File: config.mk
export PLATFORM = sky130hd
export DESIGN_NAME = ioTxFifo
export DESIGN_NICKNAME = d
export VERILOG_FILES = /design/src/memPkg.sv /design/src/ioTxFifo.sv
export VERILOG_INCLUDE_DIRS = /design/src
export SDC_FILE = /design/constraint.sdc
export NUM_CORES = 1
export LEC_CHECK = 0
export BUFFER_PORTS_ARGS = -buffer_cell sky130_fd_sc_hd__buf_4
export CORE_MARGIN = 2
export CORE_UTILIZATION = 55
export DETAILED_ROUTE_END_ITERATION = 8
export HOLD_SLACK_MARGIN = 0.15
export PLACE_DENSITY_LB_ADDON = 0.08
export SYNTH_ARGS = -nofsm -noshare
export SYNTH_HDL_FRONTEND = slang
export SYNTH_SLANG_ARGS = --single-unit
File: constraint.sdc
create_clock -name clk -period 2.9 [get_ports clk]
set_input_delay 0.29 -clock clk [delete_from_list [all_inputs] [get_ports clk]]
set_output_delay 0.29 -clock clk [all_outputs]
set_load 0.005 [all_outputs]
File: src/mem_defs.svh
`ifndef MEM_DEFS_SVH
`define MEM_DEFS_SVH

// bus widths
`define ADDR_W 32
`define WORD_W 32
`define BYTE_W 8

// access length in bytes, holds 1, 2 or 4
`define LEN_W 3

// 64 KiB of RAM, low address bits only
`define RAM_AW 16

// byte stores here go to the transmit FIFO
`define IO_ADDR 32'h0003_0000

`define IO_FIFO_DEPTH 4

`endif
File: src/memPkg.sv
`include "mem_defs.svh"

package memPkg;

    typedef logic [`ADDR_W-1:0] addr_t;
    typedef logic [`WORD_W-1:0] word_t;
    typedef logic [`BYTE_W-1:0] byte_t;
    typedef logic [`LEN_W-1:0] len_t;

    // RAM index, the low part of a byte address
    typedef logic [`RAM_AW-1:0] ramIdx_t;

    // data port request, store high means write
    typedef struct packed {
        logic  store;
        len_t  len;
        addr_t addr;
        word_t wdata;
    } dataReq_t;

    // one byte access from the controller to the RAM
    typedef struct packed {
        logic    en;
        logic    we;
        ramIdx_t addr;
        byte_t   wdata;
    } ramAcc_t;

    // current controller job
    typedef enum logic [1:0] {
        IDLE,
        FETCH,
        LOAD,
        STORE
    } ctrlState_t;

endpackage

File: src/ioTxFifo.sv
`timescale 1ns/1ps
`include "mem_defs.svh"

module ioTxFifo (
    input  logic          clk,
    input  logic          rst,
    input  logic          i_push,
    input  memPkg::byte_t i_pushByte,
    input  logic          i_ioReady,
    output logic          o_full,
    output logic          o_ioValid,
    output memPkg::byte_t o_ioByte
);

    localparam int Depth = `IO_FIFO_DEPTH;
    localparam int PtrW  = (Depth > 1) ? $clog2(Depth) : 1;
    localparam int CntW  = $clog2(Depth + 1);

    memPkg::byte_t   fifoMem [0:Depth-1];
    logic [PtrW-1:0] wrPtr;
    logic [PtrW-1:0] rdPtr;
    logic [CntW-1:0] count;
    logic            doPush;
    logic            doPop;

    // wrap explicitly, depth need not be a power of two
    function automatic logic [PtrW-1:0] nextPtr(input logic [PtrW-1:0] ptr);
        if (ptr == PtrW'(Depth - 1)) begin
            return '0;
        end
        return ptr + 1'b1;
    endfunction

    assign o_full    = (count == CntW'(Depth));
    assign o_ioValid = (count != '0);
    assign o_ioByte  = fifoMem[rdPtr];

    assign doPush = i_push && !o_full;
    assign doPop  = o_ioValid && i_ioReady;

    always_ff @(posedge clk) begin
        if (doPush) begin
            fifoMem[wrPtr] <= i_pushByte;
        end
    end

    always_ff @(posedge clk) begin
        if (rst) begin
            wrPtr <= '0;
            rdPtr <= '0;
            count <= '0;
        end else begin
            if (doPush) begin
                wrPtr <= nextPtr(wrPtr);
            end
            if (doPop) begin
                rdPtr <= nextPtr(rdPtr);
            end
            // push and pop together leave the count alone
            if (doPush && !doPop) begin
                count <= count + 1'b1;
            end else if (doPop && !doPush) begin
                count <= count - 1'b1;
            end
        end
    end

    countInRange: assert property (@(posedge clk) disable iff (rst)
        count <= CntW'(Depth))
        else $error("I/O FIFO count above depth");

endmodule

=== After elaboration in Yosys (flattened, before gate mapping) ===
Memory sizes are Yosys's and may differ from the RTL's. A register that Yosys moved wholly into a read port is not among the register bits.
Index checks and enable logic that the tools add are counted.

* Register bits: 7
* Bits in writable memories: 32
* Input bits: 12
* Output and inout port bits: 10
* Logic and storage cells: 36
* Memories: 1

* Add/sub/neg operators: 4
* Eq/ne operators: 3
* Muxes and demuxes: 16
* Reductions and logical operators: 9

{| class="wikitable"
|+ Memory list
! name !! depth !! bits a word !! read ports !! clocked after Yosys merged registers in !! wr ports !! RTL line !! source
|-
| fifoMem || 4 || 8 || 1 || 1 || 1 || ioTxFifo.sv:19 || <nowiki>memPkg::byte_t fifoMem [0:Depth-1];</nowiki>
|}

{| class="wikitable"
|+ Operators with widths
! kind !! number
|-
| $mux 2 || 6
|-
| $mux 1 || 8
|-
| $mux 3 || 2
|-
| $add 2x1->2 const B || 2
|-
| $eq 2x2->1 const B || 2
|-
| $logic_and 1x1->1 || 4
|-
| $add 3x1->3 const B || 1
|-
| $eq 3x3->1 const B || 1
|-
| $logic_not 1->1 || 3
|-
| $reduce_bool 3->1 || 1
|-
| $sub 3x1->3 const B || 1
|-
| $reduce_bool 2->1 || 1
|}

=== Longest topological paths before layout ===
* Depth after elaboration: 7
* Mapped depth: 10
* Mapped depth without buffers: 9

=== Worst setup path after synthesis ===
No wires, ideal clock.

* Kind: register to register
* From: register count[0]
* To: register count[2]
* Library setup time: 0.070 ns
* Arrival time: 2.086 ns
* Data required time: 2.830 ns
* Slack: 0.744 ns
* Stages on the path, launching flop included: 11
* Buffers on the path: 1
* Clock period less this slack: 2.156 ns
* Cell sequence: dfxtp_1 or3b_1 buf_6 clkinv_4 nor2_2 ha_1 inv_1 fa_1 xor2_1 or3_2 a21oi_1

* Longest elaborated chain between the ends: 6
* Elaborated cells on any way between the ends: 14
* Classes of those cells: add/sub (2); eq/ne (1); mux (2); reduce/logical (9)

{| class="wikitable"
|+ Ends and longest elaborated chain
! what !! RTL line !! source
|-
| from (decl) || ioTxFifo.sv:22 || <nowiki>logic [CntW-1:0] count;</nowiki>
|-
| from (signal assigned) || ioTxFifo.sv:61 || <nowiki>count <= count + 1'b1;</nowiki>
|-
| from (signal assigned) || ioTxFifo.sv:63 || <nowiki>count <= count - 1'b1;</nowiki>
|-
| $eq 3x3->1 * || ioTxFifo.sv:34 || <nowiki>assign o_full = (count == CntW'(Depth));</nowiki>
|-
| net o_full || ioTxFifo.sv:10 || <nowiki>output logic o_full,</nowiki>
|-
| $logic_not 1->1 * || ioTxFifo.sv:38 || <nowiki>assign doPush = i_push && !o_full;</nowiki>
|-
| $logic_and 1x1->1 * || ioTxFifo.sv:38 ||
|-
| net doPush || ioTxFifo.sv:23 || <nowiki>logic doPush;</nowiki>
|-
| $logic_not 1->1 || ioTxFifo.sv:62 || <nowiki>end else if (doPop && !doPush) begin</nowiki>
|-
| $logic_and 1x1->1 || ioTxFifo.sv:62 ||
|-
| $reduce_bool 2->1 (no source line) || - ||
|}

Mark *: on every way through the listed nets, which the timed path passes. The rest lies on a longest branch. The select of a mux whose other input is x is not followed.
A chain may end at the register's enable or synchronous reset.

=== Worst setup path after layout ===
* From: register count[0]
* To: register count[2]

* Longest elaborated chain between the ends: 6
* Elaborated cells on any way between the ends: 14
* Classes of those cells: add/sub (2); eq/ne (1); mux (2); reduce/logical (9)

{| class="wikitable"
|+ Ends and longest elaborated chain
! what !! RTL line
|-
| $eq 3x3->1 * || ioTxFifo.sv:34
|-
| $logic_not 1->1 * || ioTxFifo.sv:38
|-
| $logic_and 1x1->1 * || ioTxFifo.sv:38
|-
| net doPush || ioTxFifo.sv:23
|-
| $logic_not 1->1 || ioTxFifo.sv:62
|-
| $logic_and 1x1->1 || ioTxFifo.sv:62
|-
| $reduce_bool 2->1 (no source line) || -
|}

Marked as above.

==> flow_metrics.py <==
metrics = {
    "flow_run": {
        "maxCapViolCount": 0,
    },
    "cts": {
        "cts_buffers": 5,
        "root_buffer": "clkbuf_4",
        "tritoncts": "done",
        "htreeDepth": 2,
        "clkTransAtPathRegs_ps": 100,
        "clock_sinks": 41,
        "clkLatencyLatePin_ps": 340,
        "clockBufferDepth": 2,
    },
    "final_layout": {
        "layout-drive-gt1-share_pct": 36.80,
        "synthToLayoutAreaGrowth_pct": 18.45,
        "num-nets-final": 143,
        "instances_no_fill": 156,
        "diodes": 0,
    },
    "logic_synthesis": {
        "synth_top_family_by_area": "multiplexers",
        "syn-num-nets": 111,
        "avgSynthCellArea_sq_um": 17.91,
        "synth_compound_area_share_pct": 3.037,
        "ys_seq_area_share_pct": 69.25,
        "syn_inst": 92,
        "yosys_warnings": 0,
        "syn-cell-area_sq_mm": 0.001648,
        "ys_types": 26,
        "yosys.area_share.simple_pct": 5.847,
        "synth_fa_ha_area_share_pct": 5.771,
        "ys_ff_latch": 41,
        "synthMuxAreaShare_pct": 12.15,
        "synth_xor_area_share_pct": 1.063,
    },
    "floorplan": {
        "initial_core_util_pct": 58.74,
        "die_w_um": 58.74,
        "core.rowCount": 19,
        "ios": 22,
        "core_area_sq_mm": 0.002805,
        "die_area_sq_mm": 0.003450,
        "die_y_um": 58.74,
    },
    "sta": {
        "fmax_ghz": 0.4227,
        "finalSetupViolCount": 0,
        "slew_violations": 0,
        "slew_headroom_pct": 64.18,
        "hold_viol": 0,
        "min_period_ps": 2366,
        "fin_ws_ps": 534.1,
        "skew_ps": 9.115,
        "whs_ps": 176.5,
        "rsz0062_at_grt": "no",
        "setup_tns_ps": 0,
        "fin_crit_sh_pct": 81.58,
        "worstMarginPinSlew_ps": 536.6,
    },
    "global_routing": {
        "grtUsageMet1_pct": 18.34,
        "met2_usage_pct": 28.41,
        "globalRouteOverflowTotal": 0,
        "grt_max_degree": 13,
        "grtUsageTotal_pct": 16.72,
        "grt_pass1_vias": 843,
        "antenna_found_initial": 0,
        "busiest_layer": "met2",
        "grt_pass1_wl_mm": 3.877,
        "met3_usage_pct": 6.593,
    },
    "worst_setup_path": {
        "cp.required_ps": 3170,
        "path_class": "register to register",
        "cpMaxStageDelayCell": "dfxtp_1",
        "startpoint_type": "register",
        "crit_path_cell_trace": "or3b_1, clkinv_4, nor2_2, ha_1, inv_1, fa_1, xor2_1, or3_2, a21oi_1",
        "end_kind": "register",
        "crit_arrival_ps": 2640,
        "critical_path.max_stage_delay_ps": 450,
        "path_max_fanout": 7,
    },
    "place": {
        "gp_congestion": 0.7122,
        "place_ws_ps": 549.0,
        "hpwlAfterDp_mm": 1.630,
        "io_buffers": 21,
        "place_inst": 140,
    },
    "hold_path": {
        "min_path_type": "input pin to register",
    },
    "detailed_routing": {
        "wirelength_mm": 2.424,
        "vias": 847,
        "dr.pass1.iters": 6,
        "vias_per_cell": 5.429,
        "ant_nets": 0,
        "routedWlPerCell_um": 15.54,
        "route.detailed.drc": 2,
        "drt_iter0_markers": 28,
    },
    "status": {
        "violations": "DRC",
        "outcome": "finished with violations",
    },
    "power": {
        "vdd_drop_max_mv": 0.4656,
        "p_per_area_mw_per_mm2": 733.7,
        "leakagePower_nw": 0.7313,
    },
}
==> power by group <==
group,internal (W),leakage [nW],switching [W]
clock,0.0000924,0.0320,0.000165
combinational,0.000234,0.332,0.000157
sequential,0.000716,0.367,0.0000681
==> cells in the mapped netlist <==
cell type	count	area, sq um
or3_1	1	6.260
dfxtp_1	9	180.2
mux4_2	8	180.2
or3_2	2	15.01
o21ai_0	1	5.000
and3_2	4	30.03
mux2i_1	2	20.02
buf_1	1	3.750
xor2_1	2	17.52
o31ai_2	2	25.02
clkinv_4	1	8.760
nor2_1	3	11.26
edfxtp_1	32	960.9
clkbuf_1	1	3.750
nand3_1	2	10.01
or3b_1	1	8.760
buf_2	1	5.000
ha_1	6	75.07
a21oi_1	3	15.01
fa_1	1	20.02
buf_6	1	11.26
nand2_1	1	3.750
nor2_2	1	6.260
inv_1	4	15.01
o21ai_1	1	5.000
nor3_1	1	5.000
==> metal layers <==
metal / wire length [um] / up-vias / share of wire [%]
met5: 0 / - / 0
met1: 1028 / 405 / 42
li1: - / 416 / -
met4: 44 / 0 / 1.8
met2: 1226 / 21 / 51
met3: 124 / 5 / 5.1
==> worst max-delay path: cells and delay by family (launching register included) <==
kind / cells / cell delay (ps)
fa+ha+maj: 2 / 580
buf+inv: 2 / 150
compound gates: 1 / 140
simple gates: 3 / 820
flops: 1 / 450
xor+xnor: 1 / 160
==> layout by cell type (no fill, tap or decap), types with 2 or more instances in the layout <==
cell type / instances
edfxtp_1: 32
and3_2: 4
buf_4: 21
xor2_1: 2
or3_2: 2
clkinv_2: 2
inv_1: 4
clkbuf_4: 5
nand3_1: 2
ha_1: 6
mux2i_1: 2
a21oi_1: 3
o31ai_2: 2
mux4_2: 8
dfxtp_1: 9
dlygate4sd3_1: 8
nor2_1: 3
==> repair_timing <==
item / 4_1_cts / 5_1_grt
endpoints found under the hold margin: 32 / 0
endpoints found under the setup margin: 0 / 0
setup buffers: 0 / 0
gates resized for setup: 0 / 0
hold buffers: 8 / 0
==> through the flow <==
stage	util, %	total power (W)	cell area (sq um)
after floorplan	-	0.001037	1648
after global placement	64.90	0.001171	1821
after detailed placement	64.90	0.001184	1821
after CTS	69.58	0.001451	1952
after global routing	69.58	0.001526	1952
final	69.58	0.001432	1952
==> registers in the layout, indices dropped and copies added, names as in the netlist, named ones only <==
register and count:
fifoMem 32, wrPtr 2, count 3, rdPtr 2
==> cells by family (layout without fill, tap and decap cells) <==
logic type	count (synthesis)	after routing
AOI/OAI and AO/OA	7	7
xor gates and xnor gates	2	2
adders and majority gates	7	7
buffers and inverters	9	42
DFF	41	41
muxes	10	10
and+or+nand+nor	16	16
==> cell type report <==
type                    count  area (sq um)
well taps                  31         38.79
clock buffers               6         41.29
flip-flops and latches     41          1141
repair buffers             29         237.7
inverters                   5         23.77
fillers                   200         853.3
multi-input cells          42         459.2
clock inverters             2         10.01
==> path summary, 6_finish.rpt <==
kind / endpoint / slack [ps] / startpoint / cells after the start
worst max register to register: count[2]$_SDFFE_PP0P_ / 530 / count[0]$_SDFFE_PP0P_ / 9
worst min register to register: rdPtr[0]$_SDFFE_PP0P_ / 510 / rdPtr[0]$_SDFFE_PP0P_ / 2
worst max-delay path: count[2]$_SDFFE_PP0P_ / 530 / count[0]$_SDFFE_PP0P_ / 9
worst min-delay path: wrPtr[1]$_SDFFE_PP0P_ / 180 / rst / 2
No activity file was read; power rests on OpenSTA's default activity.
