<file path="config.mk">
export PLATFORM = sky130hd
export DESIGN_NAME = memCtrl
export DESIGN_NICKNAME = d
export VERILOG_FILES = /design/src/memPkg.sv /design/src/memCtrl.sv
export VERILOG_INCLUDE_DIRS = /design/src
export SDC_FILE = /design/constraint.sdc
export NUM_CORES = 1
export LEC_CHECK = 0
export ABC_CLOCK_PERIOD_IN_PS = 6100
export BUFFER_PORTS_ARGS = -buffer_cell sky130_fd_sc_hd__buf_2
export CAP_MARGIN = 25
export CORE_ASPECT_RATIO = 1.75
export CORE_MARGIN = 2
export CORE_UTILIZATION = 46
export CTS_CLUSTER_DIAMETER = 120
export CTS_CLUSTER_SIZE = 28
export DETAILED_ROUTE_END_ITERATION = 8
export GPL_TIMING_DRIVEN = 0
export PLACE_DENSITY = 0.81
export SYNTH_ARGS = -nofsm -noshare
export SYNTH_HDL_FRONTEND = slang
export SYNTH_SLANG_ARGS = --single-unit
export TNS_END_PERCENT = 100
</file>
<file path="constraint.sdc">
create_clock -name clk -period 6.1 [get_ports clk]
set_clock_uncertainty 0.2 [all_clocks]
set_input_delay 0.915 -clock clk [delete_from_list [all_inputs] [get_ports clk]]
set_output_delay 0.915 -clock clk [all_outputs]
set_load 0.01 [all_outputs]
</file>
<file path="src/mem_defs.svh">
`ifndef MEM_DEFS_SVH
`define MEM_DEFS_SVH

// bus widths
`define ADDR_W 32
`define WORD_W 32
`define BYTE_W 8

// access length in bytes, holds 1, 2 or 4
`define LEN_W 3

// 64 KiB of RAM, low address bits only
`define RAM_AW 16

// byte stores here go to the transmit FIFO
`define IO_ADDR 32'h0003_0000

`define IO_FIFO_DEPTH 4

`endif
</file>
<file path="src/memPkg.sv">
`include "mem_defs.svh"

package memPkg;

    typedef logic [`ADDR_W-1:0] addr_t;
    typedef logic [`WORD_W-1:0] word_t;
    typedef logic [`BYTE_W-1:0] byte_t;
    typedef logic [`LEN_W-1:0] len_t;

    // RAM index, the low part of a byte address
    typedef logic [`RAM_AW-1:0] ramIdx_t;

    // data port request, store high means write
    typedef struct packed {
        logic  store;
        len_t  len;
        addr_t addr;
        word_t wdata;
    } dataReq_t;

    // one byte access from the controller to the RAM
    typedef struct packed {
        logic    en;
        logic    we;
        ramIdx_t addr;
        byte_t   wdata;
    } ramAcc_t;

    // current controller job
    typedef enum logic [1:0] {
        IDLE,
        FETCH,
        LOAD,
        STORE
    } ctrlState_t;

endpackage

</file>
<file path="src/memCtrl.sv">
`timescale 1ns/1ps
`include "mem_defs.svh"

module memCtrl (
    input  logic              clk,
    input  logic              rst,
    input  logic              i_rdy,
    input  logic              i_fetchEn,
    input  memPkg::addr_t     i_fetchAddr,
    input  logic              i_dataEn,
    input  memPkg::dataReq_t  i_dataReq,
    input  memPkg::byte_t     i_ramRdata,
    input  logic              i_ioFull,
    output memPkg::ramAcc_t   o_ram,
    output logic              o_ioPush,
    output memPkg::byte_t     o_ioByte,
    output logic              o_fetchDone,
    output memPkg::word_t     o_fetchInst,
    output logic              o_dataDone,
    output memPkg::word_t     o_loadData
);

    localparam int WordBytes = `WORD_W / `BYTE_W;

    memPkg::ctrlState_t state;
    memPkg::len_t       stage;
    memPkg::len_t       lenReg;
    memPkg::addr_t      addrReg;
    memPkg::word_t      storeWord;
    memPkg::word_t      asmWord;

    memPkg::addr_t      curAddr;
    memPkg::word_t      fullWord;
    memPkg::word_t      readWord;
    logic               readJob;
    logic               issueRead;
    logic               readDone;
    logic               isStore;
    logic               lastStore;
    logic               isIo;
    logic               ioStall;
    logic               advance;

    // byte address of the current stage
    assign curAddr = addrReg + memPkg::addr_t'(stage);
    assign isIo    = (curAddr == `IO_ADDR);

    assign readJob   = (state == memPkg::FETCH) || (state == memPkg::LOAD);
    assign issueRead = readJob && (stage != lenReg);
    assign readDone  = readJob && (stage == lenReg);
    assign isStore   = (state == memPkg::STORE);
    assign lastStore = isStore && (stage == lenReg - 3'd1);

    // freeze on core stall or a full tx buffer under an I/O byte
    assign ioStall = isStore && isIo && i_ioFull;
    assign advance = i_rdy && !ioStall;

    // new byte enters at the top and earlier bytes move down
    assign fullWord = {i_ramRdata, asmWord[`WORD_W-1:`BYTE_W]};
    // dropping the unused low bytes also zero-extends
    assign readWord = fullWord >> (`BYTE_W * (WordBytes - int'(lenReg)));

    always_comb begin
        o_ram.en    = advance && (issueRead || (isStore && !isIo));
        o_ram.we    = isStore;
        o_ram.addr  = curAddr[`RAM_AW-1:0];
        o_ram.wdata = storeWord[`BYTE_W-1:0];
    end

    assign o_ioPush = advance && isStore && isIo;
    assign o_ioByte = storeWord[`BYTE_W-1:0];

    assign o_fetchDone = advance && readDone && (state == memPkg::FETCH);
    assign o_dataDone  = advance && ((readDone && (state == memPkg::LOAD)) || lastStore);
    assign o_fetchInst = readWord;
    assign o_loadData  = readWord;

    always_ff @(posedge clk) begin
        if (rst) begin
            state <= memPkg::IDLE;
            stage <= '0;
        end else if (advance) begin
            case (state)
                memPkg::IDLE: begin
                    stage <= '0;
                    // data port first
                    if (i_dataEn) begin
                        state <= i_dataReq.store ? memPkg::STORE : memPkg::LOAD;
                    end else if (i_fetchEn) begin
                        state <= memPkg::FETCH;
                    end
                end
                memPkg::FETCH,
                memPkg::LOAD: begin
                    if (readDone) begin
                        state <= memPkg::IDLE;
                        stage <= '0;
                    end else begin
                        stage <= stage + 3'd1;
                    end
                end
                memPkg::STORE: begin
                    if (lastStore) begin
                        state <= memPkg::IDLE;
                        stage <= '0;
                    end else begin
                        stage <= stage + 3'd1;
                    end
                end
                default: begin
                    state <= memPkg::IDLE;
                end
            endcase
        end
    end

    always_ff @(posedge clk) begin
        if (advance) begin
            if (state == memPkg::IDLE) begin
                if (i_dataEn) begin
                    addrReg   <= i_dataReq.addr;
                    lenReg    <= i_dataReq.len;
                    storeWord <= i_dataReq.wdata;
                end else if (i_fetchEn) begin
                    addrReg <= i_fetchAddr;
                    lenReg  <= memPkg::len_t'(WordBytes);
                end
            end else if (isStore) begin
                // next store byte to the bottom
                storeWord <= storeWord >> `BYTE_W;
            end else if (issueRead && stage != '0) begin
                // byte issued in the last advancing cycle and held by the RAM across stalls
                asmWord <= fullWord;
            end
        end
    end

    // a done pulse lasts one cycle and the job ends with it
    donePulse: assert property (@(posedge clk) disable iff (rst)
        (o_fetchDone || o_dataDone) |=>
            !o_fetchDone && !o_dataDone && (state == memPkg::IDLE))
        else $error("done held for more than one cycle");

    // a store byte for a full I/O FIFO waits in place
    ioStallHolds: assert property (@(posedge clk) disable iff (rst)
        ioStall |=> isStore && (stage == $past(stage)) && (storeWord == $past(storeWord)))
        else $error("store moved on while the I/O FIFO was full");

endmodule

</file>
-- Yosys cells after proc, flatten, opt, wreduce, memory -nomap -nowiden
Cells that the tools add are included.
- flip-flop bits (word level): 104
- input bits: 114
- add/sub/neg operators: 4
- equal/unequal tests: 11
- shift-type cells: 1
- multiplexer cells: 16
- bitwise operators: 2
- reduce and logical (&&, ||, !) cells: 29
- operators by type and width (operator ; number):
    32-bit two-way mux ; 5
    32-bit by 3-bit adder with 32-bit output ; 1
    32-bit by 18-bit == test with 1-bit output (second input constant) ; 1
    32-bit by 32-bit >> shifter with 32-bit output ; 1
    1-bit logical AND ; 15
    3-bit two-way mux ; 4
    3-bit case mux with 3 select lines ; 1
    2-bit two-way mux ; 4
    4-bit AND reduction ; 2
    3-bit == test ; 2
    2-bit case mux with 3 select lines ; 1
    3-bit AND reduction ; 2
    2-bit == test (second input constant) ; 2
    2-bit != test (second input constant) ; 2
    2-bit nonzero test ; 2
    3-bit by 3-bit subtractor with 4-bit output (first input constant) ; 1
    3-bit by 1-bit adder with 3-bit output (second input constant) ; 1
    1-bit logical OR ; 3
    3-bit != test ; 1
    3-bit != test (second input constant) ; 1
    3-bit nonzero test ; 1
    3-bit by 1-bit subtractor with 3-bit output (second input constant) ; 1
    2-bit by 1-bit == test with 1-bit output (second input constant) ; 1
    1-bit zero test ; 2
    5 further kinds ; 6

-- Longest topological paths before layout
Gate-level depths: netlist of run 1.
- word-level depth: 8
- depth in mapped cells: 11

-- Least setup slack after synthesis of run 1
Ideal clock, no wire load.
- path type: register to register
- start point: reg stage[0]
- end point: reg addrReg[0], enable pin
- arrival time: 4979 ps
- required time: 5422 ps
- slack: 443 ps
- stages on the path, launching flop included: 11
- buffers on the path: 0
- period minus slack after synthesis: 5657 ps
- cells stage by stage: dfxtp_1 -> ha_1 -> fa_1 -> a21oi_1 -> nor4_1 -> and4_1 -> o32ai_1 -> nor4_1 -> nand4b_2 -> nand2_4 -> nor3b_1
- word-level cells in the longest chain between the ends: 7
- ends and longest elaborated chain (element ; line ; source):
    start, declared ; memCtrl.sv:26 ; memPkg::len_t stage;
    start signal, assigned ; memCtrl.sv:99 ; stage <= stage + 3'd1;
    start signal, assigned ; memCtrl.sv:107 ; stage <= stage + 3'd1;
    32-bit by 3-bit adder with 32-bit output ; memCtrl.sv:45 ; assign curAddr = addrReg + memPkg::addr_t'(stage);
    32-bit by 18-bit == test with 1-bit output (no source line) ; -- ;
    1-bit logical AND (2 in a row) ; memCtrl.sv:55 ; assign ioStall = isStore && isIo && i_ioFull;
    1-bit zero test ; memCtrl.sv:56 ; assign advance = i_rdy && !ioStall;
    1-bit logical AND ; memCtrl.sv:56 ;
    3-bit AND reduction (no source line) ; -- ;
    end signal, assigned ; memCtrl.sv:121 ; addrReg <= i_dataReq.addr;
    end signal, assigned ; memCtrl.sv:125 ; addrReg <= i_fetchAddr;
    end, declared ; memCtrl.sv:28 ; memPkg::addr_t addrReg;
No other way between the ends.
A chain may end at the register's enable or synchronous reset.

-- Worst setup path in the final report of run 1
- start point: reg stage[0]
- end point: out o_ioPush
- word-level cells in the longest chain between the ends: 8
- ends and longest elaborated chain (element ; line ; source):
    32-bit by 3-bit adder with 32-bit output (*) ; memCtrl.sv:45 ;
    32-bit by 18-bit == test with 1-bit output (no source line) (*) ; -- ;
    1-bit logical AND (2 in a row) ; memCtrl.sv:55 ;
    1-bit zero test ; memCtrl.sv:56 ;
    1-bit logical AND ; memCtrl.sv:56 ;
    1-bit logical AND ; memCtrl.sv:70 ; assign o_ioPush = advance && isStore && isIo;
    1-bit logical AND (*) ; memCtrl.sv:70 ;
    end, declared ; memCtrl.sv:15 ; output logic o_ioPush,
Mark *: on every way between the ends. The rest lies on a longest branch, timed or not.

==> results of run 1 <==
==> metal layers <==
| layer | wire length [um] | GRT usage [%] | part of all wire (%) |
|---|---|---|---|
| met1 | 5050 | 20.2 | 35 |
| met2 | 7890 | 40.0 | 55 |
| met3 | 977 | 4.16 | 6.8 |
| met4 | 502 | 8.79 | 3.5 |
| met5 | 0 | 0 | 0 |
==> state kept, by name, indices dropped and copies added (netlist names) <==
register and count:
lenReg 3, storeWord 32, asmWord 24, state 2, addrReg 32, stage 3
==> cell families after synthesis <==
kind of cell	share of synthesized area, %
adder cells (fa/ha/maj)	2.62
multiplexers	15.2
AND/OR/NAND/NOR	16.7
XOR/XNOR	3.49
buffers and inverters	8.53
flip-flops	47.0
AO/OA/AOI/OAI	6.46
==> cell usage in the layout (no fill, tap or decap), drive strengths merged, types with 2 or more instances in the layout <==
| cell type | netlist | layout |
|---|---|---|
| or3 | 5 | 5 |
| mux2 | 58 | 58 |
| o31a | 2 | 2 |
| nor3 | 13 | 13 |
| and2 | 25 | 25 |
| xnor2 | 14 | 14 |
| nand3 | 10 | 10 |
| a32oi | 5 | 5 |
| or4 | 3 | 3 |
| nand2 | 28 | 28 |
| a41oi | 2 | 2 |
| clkbuf | 13 | 22 |
| nor4 | 13 | 13 |
| nand4 | 15 | 15 |
| clkinv | 1 | 5 |
| a211oi | 3 | 3 |
| dfxtp | 5 | 5 |
| or2 | 4 | 4 |
| edfxtp | 91 | 91 |
| ha | 11 | 11 |
| a21oi | 8 | 8 |
| o21ai | 20 | 20 |
| and3 | 4 | 4 |
| inv | 14 | 17 |
| nand2b | 10 | 10 |
| nor2 | 32 | 32 |
| nor2b | 4 | 4 |
| buf | 55 | 272 |
| nand4b | 2 | 2 |
| o22ai | 8 | 8 |
| a211o | 2 | 2 |
| and4 | 3 | 3 |
| mux2i | 26 | 26 |
| nor3b | 3 | 3 |
| xor2 | 10 | 10 |
| o32ai | 2 | 2 |
==> power groups by stage <==
stage | registers, uW | logic, uW | clock network, uW
floorplan | 829 | 312 | 0
global placement | 838 | 456 | 0
detailed placement | 836 | 471 | 0
CTS | 822 | 473 | 582
global route | 827 | 513 | 610
finish | 822 | 468 | 567
==> worst max path at each step <==
stage	from	endpoint	slack, ns	cells past startpoint
after global placement	stage[0]$_SDFFE_PP0N_	addrReg[5]$_DFFE_PP_	-1.34	10
after detailed placement	stage[0]$_SDFFE_PP0N_	addrReg[29]$_DFFE_PP_	1.50	11
after CTS	stage[0]$_SDFFE_PP0N_	o_fetchDone	1.24	11
after global routing	stage[0]$_SDFFE_PP0N_	o_ioPush	0.96	11
final	stage[0]$_SDFFE_PP0N_	o_ioPush	1.20	11
after floorplan	stage[0]$_SDFFE_PP0N_	addrReg[0]$_DFFE_PP_	0.44	10
==> per-stage QoR <==
stage	hold slack, ns	TNS [ns]	instances
after floorplan	0.249	0	536
after global placement	0.266	-46.80	921
after detailed placement	0.273	0	924
after CTS	0.291	0	940
after global routing	0.306	0	941
final	0.285	0	941
==> cell type report <==
cell class	count	area [um^2]
sequential	96	2830
buffer	68	458
multi-input combinational	357	2700
clock inverter	7	86.3
clock buffer	9	225
timing repair buffer	217	1100
inverter	15	56.3
tap	171	214
fill	1102	5190
antenna	1	2.50
==> critical path: stages, from the launching register on <==
cell      delay (ns)
dfxtp_1         0.37
ha_1            0.27
fa_1            0.43
a21oi_1         0.62
nor4_1          0.26
and4_1          0.27
o32ai_1         0.46
nor4_1          0.13
nand4b_2        0.17
nand2_4         0.13
nor3_1          0.17
buf_2           0.18
==> metrics, run 1 <==
warning count from the yosys run=0; GRT Total Usage=roughly a fifth; CTS H-tree lvls=3; P_int=roughly 1300 uW; worst-margin pin slew=between 0.9 and 1 ns; mean routed wirelength per cell=15.3 um; post-DR vias/cell=between 5 and 6; most frequent cell after synthesis=edfxtp_1; Peak Freq=about 0.20 GHz; crit-path max FO=10; CP Class=reg -> out; Psw=546 uW; startpoint class of the critical path=register; number of max-cap violations=0; Comb pwr share=between 20 and 30%; library cell occupying the most area in the post-synthesis netlist=edfxtp_1; run status=finished, final reports clean; TritonCTS buffer count=9; most frequently used flop master after synthesis=edfxtp_1; initial antenna violation count=1; port buffer count=214; Post-synth EDFFs=a little over 90; depth of the most critical reg-to-reg path=11; net switching fraction of the power=29.4%; Starting DRT DRC Count=between 200 and 250; syn_area_per_cell=11.2 um^2; worst reg2reg startpoint=stage[0]$_SDFFE_PP0N_; post-CTS resize count=0; site row count=55; growth of design area from synthesis to finish=27.4%; fraction of registers with async set/reset=0%; max-slew violation count=0; leak pwr=0.00333 uW; worst slack at placement=about 1.5 ns; CTS max path bufs=2; Hold Crit Start=asmWord[21]$_DFFE_PP_; proportion of power drawn by flip-flops and latches=between 40% and 50%; required time at the endpoint of the critical path=4.98 ns; final-report setup violation count=0; CTS root buf=clkbuf_16; reg-to-reg critical path endpoint=asmWord[12]$_DFFE_PP_; Max transition margin=38.1%; worst IR drop on VDD=~140 uV; Top-Level Pins=approximately 220; clock transition time at the flip-flop clock pins of the worst setup and hold paths=approximately 0.07 ns; dominant cells by area after synthesis=edfxtp_1 (45%), mux2_2 (11%), buf_4 (6.5%); minimum setup slack in the final design=between 1 and 1.5 ns; initial standard-cell utilization of the core=a little under half; number of unique standard cell types used by synthesis=57; final design utilization=between 50% and 60%; final routed DRC violation total=0; final antenna-violating net count=0; wire length of the first global-routing pass=22.9 mm; post-synthesis cell area=approximately 6000 um^2; synthesis-stage register bit count=96; number of vias after detailed routing=~5000; Area after DPL=between 7000 and 8000 um^2; routed wire length=around 14 mm; hold-fix buffer count after cts=0; register-to-register setup slack=around 1.5 ns; total core area=between 10000 and 15000 um^2; post-detailed-placement half-perimeter wirelength=about 12 mm; Synthesized Nets=between 600 and 700; final RePlAce weighted congestion=0.929; layout cells sized above 1=46.8%; end point of the most critical hold path=asmWord[13]$_DFFE_PP_; crit path time final=between 4 and 5 ns; share of synthesized area occupied by flip-flops and latches=about 47%; setup repair after global routing missed its margin=no; finished layout cell area=7680 um^2; power share of the clock group=between 30% and 40%; fraction of synthesized cell area taken by the top area cell type=45.3%; count of final hold-check violations=0; Hold Crit Depth=0; share of the clock period used by the worst path=80.4%; most common library cells after synthesis=edfxtp_1 (91), mux2_2 (57), buf_4 (52); area of the die=14100 um^2; clock tree from TritonCTS=built; maximum number of pins on one net before global-route repair=33; number of global-route vias before repair=approximately 5000; Power Density=approximately 240 nW/um^2; Post-Synthesis Cells=about 540; worst min-delay path category=reg -> reg; PnR Total Power=1860 uW; global route total overflow=0; Worst EP arrival=3.79 ns; count of TritonRoute iterations in the first routing pass=4; number of nets in the finished design=a little under 900; die height=between 150 and 200 um; Clock Latency Late Sink=~0.34 ns; post-CTS setup buffer count=0; kind of capture point of the worst setup path=output pin; clk sink count=96; Die Span X=between 90 and 100 um
Power figures use the tool's default switching activity.
==> run 2: changes to the inputs <==
--- a/config.mk
+++ b/config.mk
@@ -6,7 +6,8 @@
 export SDC_FILE = /design/constraint.sdc
 export NUM_CORES = 1
 export LEC_CHECK = 0
-export ABC_CLOCK_PERIOD_IN_PS = 6100
+export ABC_AREA = 1
+export ABC_CLOCK_PERIOD_IN_PS = 3970
 export BUFFER_PORTS_ARGS = -buffer_cell sky130_fd_sc_hd__buf_2
 export CAP_MARGIN = 25
 export CORE_ASPECT_RATIO = 1.75
@@ -16,7 +17,7 @@
 export CTS_CLUSTER_SIZE = 28
 export DETAILED_ROUTE_END_ITERATION = 8
 export GPL_TIMING_DRIVEN = 0
-export PLACE_DENSITY = 0.81
+export PLACE_DENSITY = 0.8
 export SYNTH_ARGS = -nofsm -noshare
 export SYNTH_HDL_FRONTEND = slang
 export SYNTH_SLANG_ARGS = --single-unit
==> constraint.sdc (replaced) <==
create_clock -name clk -period 3.97 [get_ports clk]
set_clock_uncertainty 0.2 [all_clocks]
set_input_delay 0.5955 -clock clk [delete_from_list [all_inputs] [get_ports clk]]
set_output_delay 0.5955 -clock clk [all_outputs]
set_load 0.01 [all_outputs]
==> run 2 against run 1 <==
  * Hold slack worse by 0.029 ns
  * Clock-buffer cell count unchanged
  * Clock power up 54%
  * Die area up 4.1%
  * Sequential cell count unchanged
  * Combinational power up 140%
==> metrics, run 2 <==
count of final hold-check violations=0; most frequently used flop master after synthesis=edfxtp_1; commonest non-fill, non-tap cells in the layout=nand2_1 (315), buf_2 (213), nor2_1 (97), edfxtp_1 (91), inv_1 (68); layout cells sized above 1=roughly a third; syn_area_per_cell=a little under 8 um^2; kind of capture point of the worst setup path=output pin; mean routed wirelength per cell=about 15 um; hold-fix buffer count after cts=0; crit path time final=3.82 ns; startpoint class of the critical path=register; mux cell area share after synthesis=less than 1%; synthesis-stage register bit count=96; Die Span X=a little over 90 um; required time at the endpoint of the critical path=roughly 3.2 ns; clock tree from TritonCTS=built; number of global-route vias before repair=between 5000 and 6000; fraction of registers with async set/reset=0%; Area after DPL=between 7000 and 8000 um^2; TritonCTS buffer count=9; max-slew violation count=0; Comb pwr share=approximately a third; die height=between 150 and 200 um; Top-Level Pins=between 200 and 250; finished layout cell area=between 8000 and 9000 um^2; area of the die=roughly 15000 um^2; final antenna-violating net count=0; number of max-cap violations=0; count of TritonRoute iterations in the first routing pass=5; site row count=56; post-DR vias/cell=4.94; Post-Synthesis Cells=a little over 800; highest-delay cell along the critical path=dfxtp_2; Starting DRT DRC Count=246; proportion of power drawn by flip-flops and latches=41.3%; GRT Total Usage=25.1%; initial standard-cell utilization of the core=between 40% and 50%; library cell occupying the most area in the post-synthesis netlist=edfxtp_1; Clock Latency Late Sink=~0.34 ns; port buffer count=approximately 210; dominant cells by area after synthesis=edfxtp_1 (43%), nand2_1 (19%), nor2_1 (6.1%); total core area=13400 um^2; net switching fraction of the power=about a third; Post-synth EDFFs=between 90 and 100; P_int=2200 uW; cell mode on critical path=nand2_1; CTS root buf=clkbuf_16; most frequent cell after synthesis=nand2_1; clk sink count=96; run status=finished, final reports clean; post-synthesis simple-gate area fraction=between 30% and 40%; routed wire length=between 15 and 20 mm; fraction of synthesized cell area in xor and xnor cells=2.51%; growth of design area from synthesis to finish=29.0%; share of the clock period used by the worst path=a little over nine tenths; wire length of the first global-routing pass=28.1 mm; Power Density=~420 nW/um^2; Psw=1190 uW; Max transition margin=a little over two fifths; post-synthesis cell area=6280 um^2; crit-path max FO=10; final-report setup violation count=0; main combinational cell family by area after synthesis=simple AND/OR/NAND/NOR gates; final design utilization=between 60% and 70%; clock transition time at the flip-flop clock pins of the worst setup and hold paths=roughly 0.070 ns; CTS max path bufs=2; share of synthesized area occupied by flip-flops and latches=between 40% and 50%; setup repair after global routing missed its margin=no; category of cells accounting for the largest share of critical-path delay=simple AND/OR/NAND/NOR gates; number of vias after detailed routing=around 6000; fraction of synthesized cell area taken by the top area cell type=around 43%; leak pwr=0.00397 uW; Peak Freq=0.262 GHz; final RePlAce weighted congestion=~0.99; final routed DRC violation total=0; CTS H-tree lvls=3; CP Class=reg -> out; warning count from the yosys run=0; ordered cell list for the critical path=ha_2 -> nand2_1 -> nand2_1 -> nor2_4 -> nor2_4 -> nand3b_1 -> nand2_1 -> inv_1 -> nand2_1 -> nor2_1 -> nand2_1 -> nor2_4 -> nand4_4 -> nand2_4 -> buf_8 -> nor3_2 -> buf_2; most common cell after layout, fill and taps aside=nand2_1; worst IR drop on VDD=a little under 400 uV; post-detailed-placement half-perimeter wirelength=15.1 mm; Synthesized Nets=around 940; initial antenna violation count=1; maximum number of pins on one net before global-route repair=21; number of unique standard cell types used by synthesis=38; worst-margin pin slew=between 0.8 and 0.9 ns; Worst EP arrival=a little over 3 ns; most common library cells after synthesis=nand2_1 (317), nor2_1 (102), edfxtp_1 (91); number of nets in the finished design=1170; complex-gate fraction of the synthesized area=under 10%; biggest regs=addrReg x32, storeWord x32, asmWord x24; power share of the clock group=about a quarter; Synth Area in Adders=under 10%; global route total overflow=0; CP bufs+invs=3; delay of the slowest critical-path stage=around 0.41 ns; worst min-delay path category=reg -> reg
[run 2: cell types whose count changed in the layout (fill, tap and decap cells not counted), moves of 16 or more]
cell     previous run  this run
nand2_1            27       315
inv_1              14        68
nand3_1            10        26
nor2_1             31        97
and2_1             25         0
mux2i_1            26         4
mux2_2             57         0
[run 2: power groups by stage]
stage	registers [uW]	logic [uW]	clock network, uW
2_1_floorplan	1380	713	0
3_3_place_gp	1420	1040	0
3_5_place_dp	1420	1100	0
4_1_cts	1400	1110	886
5_1_grt	1410	1240	930
6_report	1400	1110	875
[run 2: worst paths after layout]
path	start	endpoint	slack (ns)	cells after the start
worst min register to register	asmWord[28]$_DFFE_PP_	asmWord[20]$_DFFE_PP_	0.26	0
worst max register to register	addrReg[2]$_DFFE_PP_	addrReg[23]$_DFFE_PP_	0.27	17
worst min-delay path	asmWord[28]$_DFFE_PP_	asmWord[20]$_DFFE_PP_	0.26	0
worst max-delay path	stage[2]$_SDFFE_PP0N_	o_ioPush	0.15	17
[run 2: cell families (layout without fill, tap and decap cells)]
family	after synthesis	in the layout
AO/OA/AOI/OAI	47	47
AND/OR/NAND/NOR	496	496
XOR/XNOR	18	18
flip-flops	96	96
other	0	1
adder cells (fa/ha/maj)	12	12
multiplexers	4	4
buffers and inverters	144	376
[run 2: repair_timing]
| item | CTS | global route |
|---|---|---|
| gates resized for setup | 8 | 24 |
| setup buffers | 0 | 0 |
| pin swaps | 0 | 3 |
| endpoints found under the setup margin | 5 | 27 |
[run 2: area by class of cell]
| type | count | area [um^2] |
|---|---|---|
| multi-input combinational | 577 | 2870 |
| clock buffer | 9 | 225 |
| clock inverter | 7 | 78.8 |
| timing repair buffer | 216 | 1140 |
| sequential | 96 | 2840 |
| fill | 1266 | 5280 |
| antenna | 1 | 2.50 |
| tap | 174 | 218 |
| buffer | 72 | 468 |
| inverter | 72 | 270 |
[run 2: metal layers]
metal / GRT usage [%] / share of wire, % / vias to the layer above
li1: - / - / 3041
met1: 24.9 / 35 / 2749
met2: 49.6 / 56 / 207
met3: 3.50 / 4.3 / 48
met4: 12.9 / 4.6 / 0
met5: 0 / 0 / -
[run 2: per-stage QoR]
step	power, uW	hold WS [ns]	setup TNS, ns	cells	setup slack (ns)
floorplan	2100	0.226	-5.30	817	-0.166
global placement	2460	0.231	-49.56	1204	-0.911
detailed placement	2520	0.241	0	1207	0.108
CTS	3390	0.251	0	1223	0.0387
global route	3580	0.252	0	1224	0.0186
finish	3380	0.257	0	1224	0.154
